--- src/verilog/conv1_defines.svh ---
`ifndef CONV1_DEFINES_SVH
`define CONV1_DEFINES_SVH

// datapath widths
`define CONV1_PIX_W          8   // unsigned pixel
`define CONV1_WGT_W          8   // signed weight
`define CONV1_PSUM_W         20  // partial sum and final result

// window geometry
`define CONV1_TAPS           3   // window width, taps per PE
`define CONV1_NUM_PE         3   // window height, PEs in the chain

// stream flow control
`define CONV1_IN_FIFO_DEPTH  4   // input credits held by sender after reset
`define CONV1_OUT_CREDIT_MAX 4   // most output grants outstanding

// pipeline fill, beats accepted before first valid result
`define CONV1_FILL_BEATS     4

`endif

--- src/verilog/conv1_pkg.sv ---
`include "conv1_defines.svh"

package conv1_pkg;

  // one pixel of one image row
  typedef logic [`CONV1_PIX_W-1:0] pixel_t;

  // one column beat, row 0 in the low byte
  typedef logic [`CONV1_NUM_PE*`CONV1_PIX_W-1:0] column_t;

  // signed kernel coefficient
  typedef logic signed [`CONV1_WGT_W-1:0] weight_t;

  // one kernel row, tap 0 in the low byte
  typedef logic [`CONV1_TAPS*`CONV1_WGT_W-1:0] weight_row_t;

  // partial sum and result
  typedef logic signed [`CONV1_PSUM_W-1:0] psum_t;

  // config address, 0..8 weights (row*3+tap), 9 bias
  typedef logic [3:0] cfg_addr_t;

  // output credit counter, holds 0..OUT_CREDIT_MAX
  typedef logic [$clog2(`CONV1_OUT_CREDIT_MAX+1)-1:0] credit_cnt_t;

  // fill until the window pipeline holds real data, then run
  typedef enum logic {
    FILL,
    RUN
  } flow_state_t;

endpackage

--- src/verilog/conv1_engine.sv ---
`timescale 1ns/1ps

module conv1_engine import conv1_pkg::*; (
  input  logic      clk,
  input  logic      rst_n,
  // column stream in, credit based
  input  logic      in_valid,
  input  column_t   in_column,
  output logic      in_credit,
  // result stream out, credit based
  input  logic      out_credit,
  output logic      out_valid,
  output psum_t     out_psum,
  // config port
  input  logic      cfg_we,
  input  cfg_addr_t cfg_addr,
  input  psum_t     cfg_wdata
);

  column_t     fifo_column;  // head beat, row k to PE k
  logic        fifo_empty;
  logic        beat_en;      // one accepted beat
  weight_row_t weight_row0;
  weight_row_t weight_row1;
  weight_row_t weight_row2;
  psum_t       bias;         // seeds the psum chain
  psum_t       psum0;        // row 0 sum
  psum_t       psum1;        // rows 0..1 sum

  conv1_input_fifo u_fifo (
    .clk         (clk),
    .rst_n       (rst_n),
    .in_valid    (in_valid),
    .in_column   (in_column),
    .pop         (beat_en),
    .fifo_column (fifo_column),
    .fifo_empty  (fifo_empty),
    .in_credit   (in_credit)
  );

  conv1_flow_ctrl u_flow (
    .clk        (clk),
    .rst_n      (rst_n),
    .fifo_empty (fifo_empty),
    .out_credit (out_credit),
    .beat_en    (beat_en),
    .out_valid  (out_valid)
  );

  conv1_weight_regs u_wregs (
    .clk         (clk),
    .rst_n       (rst_n),
    .cfg_we      (cfg_we),
    .cfg_addr    (cfg_addr),
    .cfg_wdata   (cfg_wdata),
    .weight_row0 (weight_row0),
    .weight_row1 (weight_row1),
    .weight_row2 (weight_row2),
    .bias        (bias)
  );

  // top row, no skew, adds bias
  conv1_pe #(.SKEW(0)) u_pe0 (
    .clk        (clk),
    .rst_n      (rst_n),
    .beat_en    (beat_en),
    .pixel_in   (fifo_column[0 +: $bits(pixel_t)]),
    .weight_row (weight_row0),
    .psum_in    (bias),
    .psum_out   (psum0)
  );

  conv1_pe #(.SKEW(1)) u_pe1 (
    .clk        (clk),
    .rst_n      (rst_n),
    .beat_en    (beat_en),
    .pixel_in   (fifo_column[$bits(pixel_t) +: $bits(pixel_t)]),
    .weight_row (weight_row1),
    .psum_in    (psum0),
    .psum_out   (psum1)
  );

  // last row, its psum is the engine result
  conv1_pe #(.SKEW(2)) u_pe2 (
    .clk        (clk),
    .rst_n      (rst_n),
    .beat_en    (beat_en),
    .pixel_in   (fifo_column[2*$bits(pixel_t) +: $bits(pixel_t)]),
    .weight_row (weight_row2),
    .psum_in    (psum1),
    .psum_out   (out_psum)
  );

endmodule

--- src/verilog/conv1_flow_ctrl.sv ---
`timescale 1ns/1ps
`include "conv1_defines.svh"

module conv1_flow_ctrl import conv1_pkg::*; (
  input  logic clk,
  input  logic rst_n,
  input  logic fifo_empty,
  input  logic out_credit,  // receiver grants one slot
  output logic beat_en,     // pops FIFO, advances all PEs
  output logic out_valid    // result on out_psum
);

  localparam int FILL_CNT_W = $clog2(`CONV1_FILL_BEATS);

  flow_state_t           state;
  logic [FILL_CNT_W-1:0] fill_cnt;    // beats taken during fill
  credit_cnt_t           credit_cnt;  // grants not yet used
  logic                  credit_ok;   // slot left for one more result
  logic                  fill_last;   // this beat finishes fill

  // a result already on the bus still holds its credit this cycle
  assign credit_ok = credit_cnt > credit_cnt_t'(out_valid);
  assign beat_en   = !fifo_empty && (state == FILL || credit_ok);
  assign fill_last = fill_cnt == FILL_CNT_W'(`CONV1_FILL_BEATS - 1);

  always_ff @(posedge clk) begin
    if (!rst_n) begin
      state    <= FILL;
      fill_cnt <= '0;
    end else if (beat_en && state == FILL) begin
      fill_cnt <= fill_cnt + 1'b1;
      if (fill_last) state <= RUN;  // pipeline now holds a full window
    end
  end

  // psum of PE 2 is a finished window after every run beat
  always_ff @(posedge clk) begin
    if (!rst_n) begin
      out_valid <= 1'b0;
    end else begin
      out_valid <= beat_en && state == RUN;
    end
  end

  always_ff @(posedge clk) begin
    if (!rst_n) begin
      credit_cnt <= '0;
    end else begin
      case ({out_credit, out_valid})
        2'b10:   credit_cnt <= credit_cnt + 1'b1;  // grant in
        2'b01:   credit_cnt <= credit_cnt - 1'b1;  // result out
        default: credit_cnt <= credit_cnt;         // both cancel
      endcase
    end
  end

endmodule

--- src/verilog/conv1_input_fifo.sv ---
`timescale 1ns/1ps
`include "conv1_defines.svh"

module conv1_input_fifo import conv1_pkg::*; (
  input  logic    clk,
  input  logic    rst_n,
  input  logic    in_valid,     // sender beat, only with a credit held
  input  column_t in_column,
  input  logic    pop,          // beat enable
  output column_t fifo_column,  // head entry
  output logic    fifo_empty,
  output logic    in_credit     // one pulse per consumed beat
);

  localparam int DEPTH = `CONV1_IN_FIFO_DEPTH;
  localparam int PTR_W = $clog2(DEPTH);
  localparam int CNT_W = $clog2(DEPTH + 1);

  column_t          mem [DEPTH];  // beat storage
  logic [PTR_W-1:0] wr_ptr;
  logic [PTR_W-1:0] rd_ptr;
  logic [CNT_W-1:0] count;        // entries held
  logic             full;
  logic             push;
  logic             do_pop;

  assign full        = count == CNT_W'(DEPTH);
  assign fifo_empty  = count == '0;
  assign push        = in_valid && !full;  // credits keep sender from full
  assign do_pop      = pop && !fifo_empty;
  assign fifo_column = mem[rd_ptr];

  always_ff @(posedge clk) begin
    if (push) mem[wr_ptr] <= in_column;
  end

  always_ff @(posedge clk) begin
    if (!rst_n) begin
      wr_ptr    <= '0;
      rd_ptr    <= '0;
      count     <= '0;
      in_credit <= 1'b0;
    end else begin
      if (push) wr_ptr <= (wr_ptr == PTR_W'(DEPTH - 1)) ? '0 : wr_ptr + 1'b1;  // wrap
      if (do_pop) rd_ptr <= (rd_ptr == PTR_W'(DEPTH - 1)) ? '0 : rd_ptr + 1'b1;
      case ({push, do_pop})
        2'b10:   count <= count + 1'b1;
        2'b01:   count <= count - 1'b1;
        default: count <= count;  // both or neither, no change
      endcase
      in_credit <= do_pop;  // credit back a cycle after the pop
    end
  end

endmodule

--- src/verilog/conv1_pe.sv ---
`timescale 1ns/1ps
`include "conv1_defines.svh"

module conv1_pe import conv1_pkg::*; #(
  parameter int SKEW = 0  // pixel delay in beats, equals depth in chain
) (
  input  logic        clk,
  input  logic        rst_n,
  input  logic        beat_en,
  input  pixel_t      pixel_in,    // this row's pixel from the FIFO head
  input  weight_row_t weight_row,  // kernel row for this PE
  input  psum_t       psum_in,     // from PE above, or bias
  output psum_t       psum_out
);

  localparam int PROD_W = `CONV1_PIX_W + 1 + `CONV1_WGT_W;  // 9b x 8b signed

  pixel_t                   pixel_d;                // pixel after skew
  pixel_t                   tap [`CONV1_TAPS];      // window row
  logic signed [PROD_W-1:0] prod [`CONV1_TAPS];     // per-tap products

  // skew lines row k up with the psum that reached PE k k beats later
  if (SKEW == 0) begin : g_no_skew
    assign pixel_d = pixel_in;
  end else begin : g_skew
    pixel_t skew_q [SKEW];

    always_ff @(posedge clk) begin
      if (!rst_n) begin
        for (int i = 0; i < SKEW; i++) skew_q[i] <= '0;
      end else if (beat_en) begin
        skew_q[0] <= pixel_in;
        for (int i = 1; i < SKEW; i++) skew_q[i] <= skew_q[i-1];  // delay chain
      end
    end

    assign pixel_d = skew_q[SKEW-1];
  end

  ifmap_shift_register u_shift (
    .clk      (clk),
    .rst_n    (rst_n),
    .en       (beat_en),
    .pixel_in (pixel_d),
    .tap0     (tap[0]),
    .tap1     (tap[1]),
    .tap2     (tap[2])
  );

  for (genvar t = 0; t < `CONV1_TAPS; t++) begin : g_mult
    weight_t                     wgt;    // tap t coefficient
    logic signed [`CONV1_PIX_W:0] pix_s;  // pixel with sign bit room

    assign wgt     = weight_t'(weight_row[t*`CONV1_WGT_W +: `CONV1_WGT_W]);
    assign pix_s   = {1'b0, tap[t]};     // unsigned pixel, always positive
    assign prod[t] = pix_s * wgt;        // signed multiply
  end

  // accumulate row into incoming partial sum, hold on stalls
  always_ff @(posedge clk) begin
    if (!rst_n) begin
      psum_out <= '0;
    end else if (beat_en) begin
      psum_out <= psum_in + psum_t'(prod[0]) + psum_t'(prod[1]) + psum_t'(prod[2]);
    end
  end

endmodule

--- src/verilog/conv1_weight_regs.sv ---
`timescale 1ns/1ps
`include "conv1_defines.svh"

module conv1_weight_regs import conv1_pkg::*; (
  input  logic        clk,
  input  logic        rst_n,
  input  logic        cfg_we,       // one register per clock
  input  cfg_addr_t   cfg_addr,
  input  psum_t       cfg_wdata,    // low byte for weights, full width for bias
  output weight_row_t weight_row0,  // to PE 0
  output weight_row_t weight_row1,  // to PE 1
  output weight_row_t weight_row2,  // to PE 2
  output psum_t       bias          // psum input of PE 0
);

  localparam int        NUM_WGT   = `CONV1_NUM_PE * `CONV1_TAPS;  // nine coefficients
  localparam cfg_addr_t BIAS_ADDR = cfg_addr_t'(NUM_WGT);         // right after weights

  weight_t wgt [NUM_WGT];  // index = row*3 + tap

  always_ff @(posedge clk) begin
    if (!rst_n) begin
      for (int i = 0; i < NUM_WGT; i++) wgt[i] <= '0;
      bias <= '0;
    end else if (cfg_we) begin
      if (cfg_addr < BIAS_ADDR) begin
        wgt[cfg_addr] <= weight_t'(cfg_wdata[`CONV1_WGT_W-1:0]);  // low 8 bits only
      end else if (cfg_addr == BIAS_ADDR) begin
        bias <= cfg_wdata;  // full signed bias
      end
      // addresses above 9 dropped
    end
  end

  // pack rows, tap 0 in low byte
  assign weight_row0 = {wgt[2], wgt[1], wgt[0]};
  assign weight_row1 = {wgt[5], wgt[4], wgt[3]};
  assign weight_row2 = {wgt[8], wgt[7], wgt[6]};

endmodule

--- src/verilog/ifmap_shift_register.sv ---
`timescale 1ns/1ps

module ifmap_shift_register import conv1_pkg::*; (
  input  logic   clk,
  input  logic   rst_n,
  input  logic   en,        // beat enable
  input  pixel_t pixel_in,  // skewed row pixel
  output pixel_t tap0,      // newest, pixel of this beat
  output pixel_t tap1,      // one beat older
  output pixel_t tap2       // two beats older
);

  // newest tap is the pixel being accepted now, so the window
  // is complete on the same beat that brings its last column
  assign tap0 = pixel_in;

  always_ff @(posedge clk) begin
    if (!rst_n) begin
      tap1 <= '0;
      tap2 <= '0;
    end else if (en) begin
      tap1 <= pixel_in;  // shift in current pixel
      tap2 <= tap1;      // age out oldest
    end
  end

endmodule
--- config.mk ---
export PLATFORM = sky130hd
export DESIGN_NAME = conv1_engine
export DESIGN_NICKNAME = d
export VERILOG_FILES = /design/src/verilog/conv1_pkg.sv /design/src/verilog/conv1_engine.sv /design/src/verilog/conv1_flow_ctrl.sv /design/src/verilog/conv1_input_fifo.sv /design/src/verilog/conv1_pe.sv /design/src/verilog/conv1_weight_regs.sv /design/src/verilog/ifmap_shift_register.sv
export VERILOG_INCLUDE_DIRS = /design/src /design/src/verilog
export SDC_FILE = /design/constraint.sdc
export NUM_CORES = 2
export LEC_CHECK = 0
export BUFFER_PORTS_ARGS = -buffer_cell sky130_fd_sc_hd__buf_2
export CAP_MARGIN = 20
export CORE_AREA = 5 5 289 291
export DETAILED_ROUTE_END_ITERATION = 8
export DIE_AREA = 0 0 294 296
export PLACE_DENSITY = 0.63
export SYNTH_ARGS = -nofsm -noshare
export SYNTH_HDL_FRONTEND = slang
export SYNTH_SLANG_ARGS = --single-unit
--- constraint.sdc ---
create_clock -name clk -period 9.3 [get_ports clk]
set_input_delay 0.93 -clock clk [delete_from_list [all_inputs] [get_ports clk]]
set_output_delay 0.93 -clock clk [all_outputs]
set_load 0.01 [all_outputs]
==> results.py <==
metrics = {
    "clocking": {
        "postCtsSetupRepairBufs": 0,
        "cts-resized-gates": 0,
        "path_clk_slew_ps": 60,
        "cts-root-buf": "clkbuf_16",
        "insertion_delay_ps": 610,
        "clk_path_buf_depth": 3,
        "postCtsHoldBufs": 0,
        "cts_htree_levels": 2,
        "cts_tree": "yes",
        "clock-sinks": 337,
        "cts_made_buffers": 41,
    },
    "floorplanning": {
        "die-area_um2": 87000,
        "core_um2": 80300,
        "std_cell_rows": 104,
        "initial_core_util_pct": 44.6,
        "ios": 75,
        "dieHeight_um": 296,
        "die_w_um": 294,
    },
    "finish": {
        "post-route-util_pct": 48.1,
        "fillers": 7535,
        "area.sequential_um2": 8670,
        "drive_above_1_share_pct": 5.30,
        "multiInputGateArea_um2": 23600,
        "num-nets-final": 4620,
        "syn_to_final_growth_pct": 7.73,
    },
    "worst_setup_path": {
        "crit_chain": "mux4_2 -> and2_1 -> fa_1 -> inv_1 -> fa_1 -> inv_1 -> fa_1 -> fa_1 -> fa_1 -> fa_1 -> inv_1 -> fa_1 -> inv_1 -> ha_1 -> and3_1 -> a221o_1 -> a21oi_1 -> o21ai_0 -> o31ai_1 -> xor2_1 -> o21ai_0",
        "crit_top_cell": "fa_1",
        "worstSetupPathType": "register to register",
        "path_max_fanout": 24,
        "ff2ff_setup_slack_ps": 1780,
        "reg2reg_depth": 21,
        "r2r-end": "u_pe0.psum_out[18]$_SDFFE_PN0P_",
        "crit_path_end_kind": "register",
        "slowest_stage": "dfxtp_2",
        "max_stage_delay_ps": 900,
        "cp_data_required_time_ps": 9760,
        "critPathArrivalTime_ps": 7980,
        "cp-start-kind": "register",
    },
    "place": {
        "place.gp.congestion": 0.932,
        "port_buffers": 74,
        "place_hpwl_mm": 71.3,
    },
    "route": {
        "via_per_inst": 5.05,
        "via_count": 23856,
        "antenna_left": 0,
        "wl_mm": 90.1,
        "wl_met2_mm": 45.7,
        "route.detailed.drc": 0,
        "first_pass_iters": 5,
        "wire_per_inst_um": 19.1,
        "wl_met1_mm": 37.2,
        "highest_layer": "met4",
        "met3WireLength_mm": 4.75,
        "first_iter_violations": 1497,
    },
    "yosys": {
        "syn_area_um2": 35800,
        "syn_avg_cell_area_um2": 9.96,
        "yosysTopAreaCellShare_pct": 31.0,
        "ys_warn_count": 0,
        "postSynth.asyncResetShare_pct": 0,
        "syn_inst": 3598,
        "ys_ff_latch": 337,
        "ys.flop_type": "edfxtp_1",
        "ys_top_cells_by_area": "fa_1, edfxtp_1, ha_1",
        "synth_area_leader_cell": "fa_1",
        "post-synth-top-count-cell": "inv_1",
        "ys_types": 66,
        "synth-edff-count": 192,
        "synth_common_cells": "inv_1, fa_1, nand2_1, ha_1, and2_1",
        "ys_seq_area_share_pct": 24.2,
        "synthesis.nets": 4592,
    },
    "min_path": {
        "hp-class": "register to register",
        "holdPathStages": 2,
        "min_to": "u_pe2.psum_out[6]$_SDFFE_PN0P_",
        "min-delay-start": "u_pe2.psum_out[6]$_SDFFE_PN0P_",
    },
    "timing": {
        "setup_tns_ps": 0,
        "slew_headroom_pct": 30.6,
        "finalSetupViolations": 0,
        "period_needed_ps": 7520,
        "maxSlewViolCount": 0,
        "rsz0062_at_grt": "no",
        "timing.final.crit_share_pct": 80.8,
        "worst_clock_skew_ps": 31.5,
        "fmax_ghz": 0.133,
        "worst_slew_pin_slew_ps": 1030,
        "finalHoldViolations": 0,
    },
    "grt": {
        "track_usage_pct": 21.4,
        "grt_pass1_wl_mm": 145,
        "antenna_found_initial": 6,
        "first_global_vias": 25652,
        "grt_max_degree": 67,
        "grt_overflow_total": 0,
    },
    "flow_run": {
        "maxCapViolCount": 0,
    },
    "status": {
        "status": "complete, no violations",
    },
}
registers in the layout, summed over array words and instances (netlist names), 2 cells and up, named ones only:
| name | count |
|---|---|
| u_wregs.bias | 20 |
| u_pe2.g_skew.skew_q | 16 |
| u_fifo.rd_ptr | 2 |
| u_pe2.u_shift.tap1 | 8 |
| u_pe0.u_shift.tap1 | 8 |
| u_pe1.psum_out | 20 |
| u_pe2.u_shift.tap2 | 8 |
| u_pe1.u_shift.tap1 | 8 |
| u_flow.fill_cnt | 2 |
| u_wregs.wgt | 72 |
| u_fifo.count | 3 |
| u_pe1.u_shift.tap2 | 8 |
| u_pe1.g_skew.skew_q | 8 |
| u_pe0.psum_out | 20 |
| u_fifo.mem | 96 |
| u_flow.credit_cnt | 3 |
| u_fifo.wr_ptr | 2 |
| u_pe2.psum_out | 20 |
| u_pe0.u_shift.tap2 | 8 |
worst max-delay path, delay by kind of cell, from the launching register on:
family                   cells  cell delay [ps]
AND/OR/NAND/NOR              2              450
XOR/XNOR                     1              160
AO/OA/AOI/OAI                5             1200
buffers and inverters        4              190
adder cells (fa/ha/maj)      8             3770
flip-flops                   1              900
multiplexers                 1              720
worst max path at each step:
stage          startpoint                              end  slack (ps)  cells after the start
2_1_floorplan    register  u_pe0.psum_out[17]$_SDFFE_PN0P_        2250                     23
3_3_place_gp     register  u_pe0.psum_out[18]$_SDFFE_PN0P_        1810                     21
3_5_place_dp     register  u_pe0.psum_out[18]$_SDFFE_PN0P_        1740                     21
4_1_cts          register  u_pe0.psum_out[18]$_SDFFE_PN0P_        1740                     21
5_1_grt          register  u_pe0.psum_out[18]$_SDFFE_PN0P_        1350                     21
6_report         register  u_pe0.psum_out[18]$_SDFFE_PN0P_        1780                     21
metal layers:
| metal | global-route usage [%] | vias up |
|---|---|---|
| li1 | - | 11052 |
| met1 | 27.6 | 12102 |
| met2 | 38.3 | 570 |
| met3 | 3.02 | 132 |
| met4 | 5.72 | 0 |
| met5 | 0 | - |
cell type report:
| class | instances | area share, % |
|---|---|---|
| antenna | 3 | 0.0194 |
| clock buffer | 54 | 2.89 |
| clock inverter | 22 | 0.570 |
| inverter | 841 | 8.19 |
| multi-input combinational | 2312 | 61.1 |
| sequential | 337 | 22.5 |
| tap | 1060 | 3.44 |
| timing repair buffer | 93 | 1.32 |
layout by cell type (no fill, tap or decap), types with 5 or more instances in the layout:
| master | netlist | final |
|---|---|---|
| inv_1 | 837 | 836 |
| fa_1 | 554 | 554 |
| nand2_1 | 467 | 467 |
| ha_1 | 387 | 387 |
| and2_1 | 344 | 344 |
| edfxtp_1 | 192 | 192 |
| dfxtp_1 | 145 | 144 |
| a21oi_1 | 143 | 143 |
| nor2_1 | 79 | 79 |
| buf_2 | 5 | 76 |
| clkbuf_16 | 0 | 41 |
| o21ai_0 | 40 | 40 |
| and3_1 | 33 | 33 |
| nand2b_1 | 32 | 32 |
| xnor2_1 | 31 | 31 |
| mux4_2 | 24 | 24 |
| nand3_1 | 24 | 24 |
| xor2_1 | 22 | 22 |
| buf_4 | 0 | 17 |
| nor2b_1 | 13 | 13 |
| a31oi_1 | 12 | 12 |
| a21o_1 | 12 | 11 |
| clkbuf_1 | 92 | 9 |
| nor3_1 | 8 | 8 |
| clkinv_1 | 4 | 8 |
| or3_1 | 8 | 8 |
| a211oi_1 | 8 | 8 |
| nand4_1 | 6 | 6 |
| o211ai_1 | 5 | 5 |
| clkinv_2 | 0 | 5 |
logic make-up (layout without fill, tap and decap cells):
logic type      count (synthesis)  count (layout)  share of synthesized area, %
buf+inv                       949            1010                          9.98
compound gates                258             258                          4.26
mux                            28              28                          1.62
other cells                     0               3                             0
xor+xnor                       53              53                          1.30
simple gates                 1032            1032                          14.2
fa+ha+maj                     941             941                          44.5
flops                         337             337                          24.2
per-stage QoR:
step           hold slack [ps]  setup slack [ps]  std cells  cell area (um^2)
2_1_floorplan              432              2250       3598             35800
3_3_place_gp               440              1810       4641             37200
3_5_place_dp               440              1740       4642             37300
4_1_cts                    448              1740       4718             38600
5_1_grt                    471              1350       4719             38600
6_report                   444              1780       4722             38600
Power is left out: the tool's default activity adds up to more than one toggle a clock period on the data nets, which glitch-free logic cannot reach.
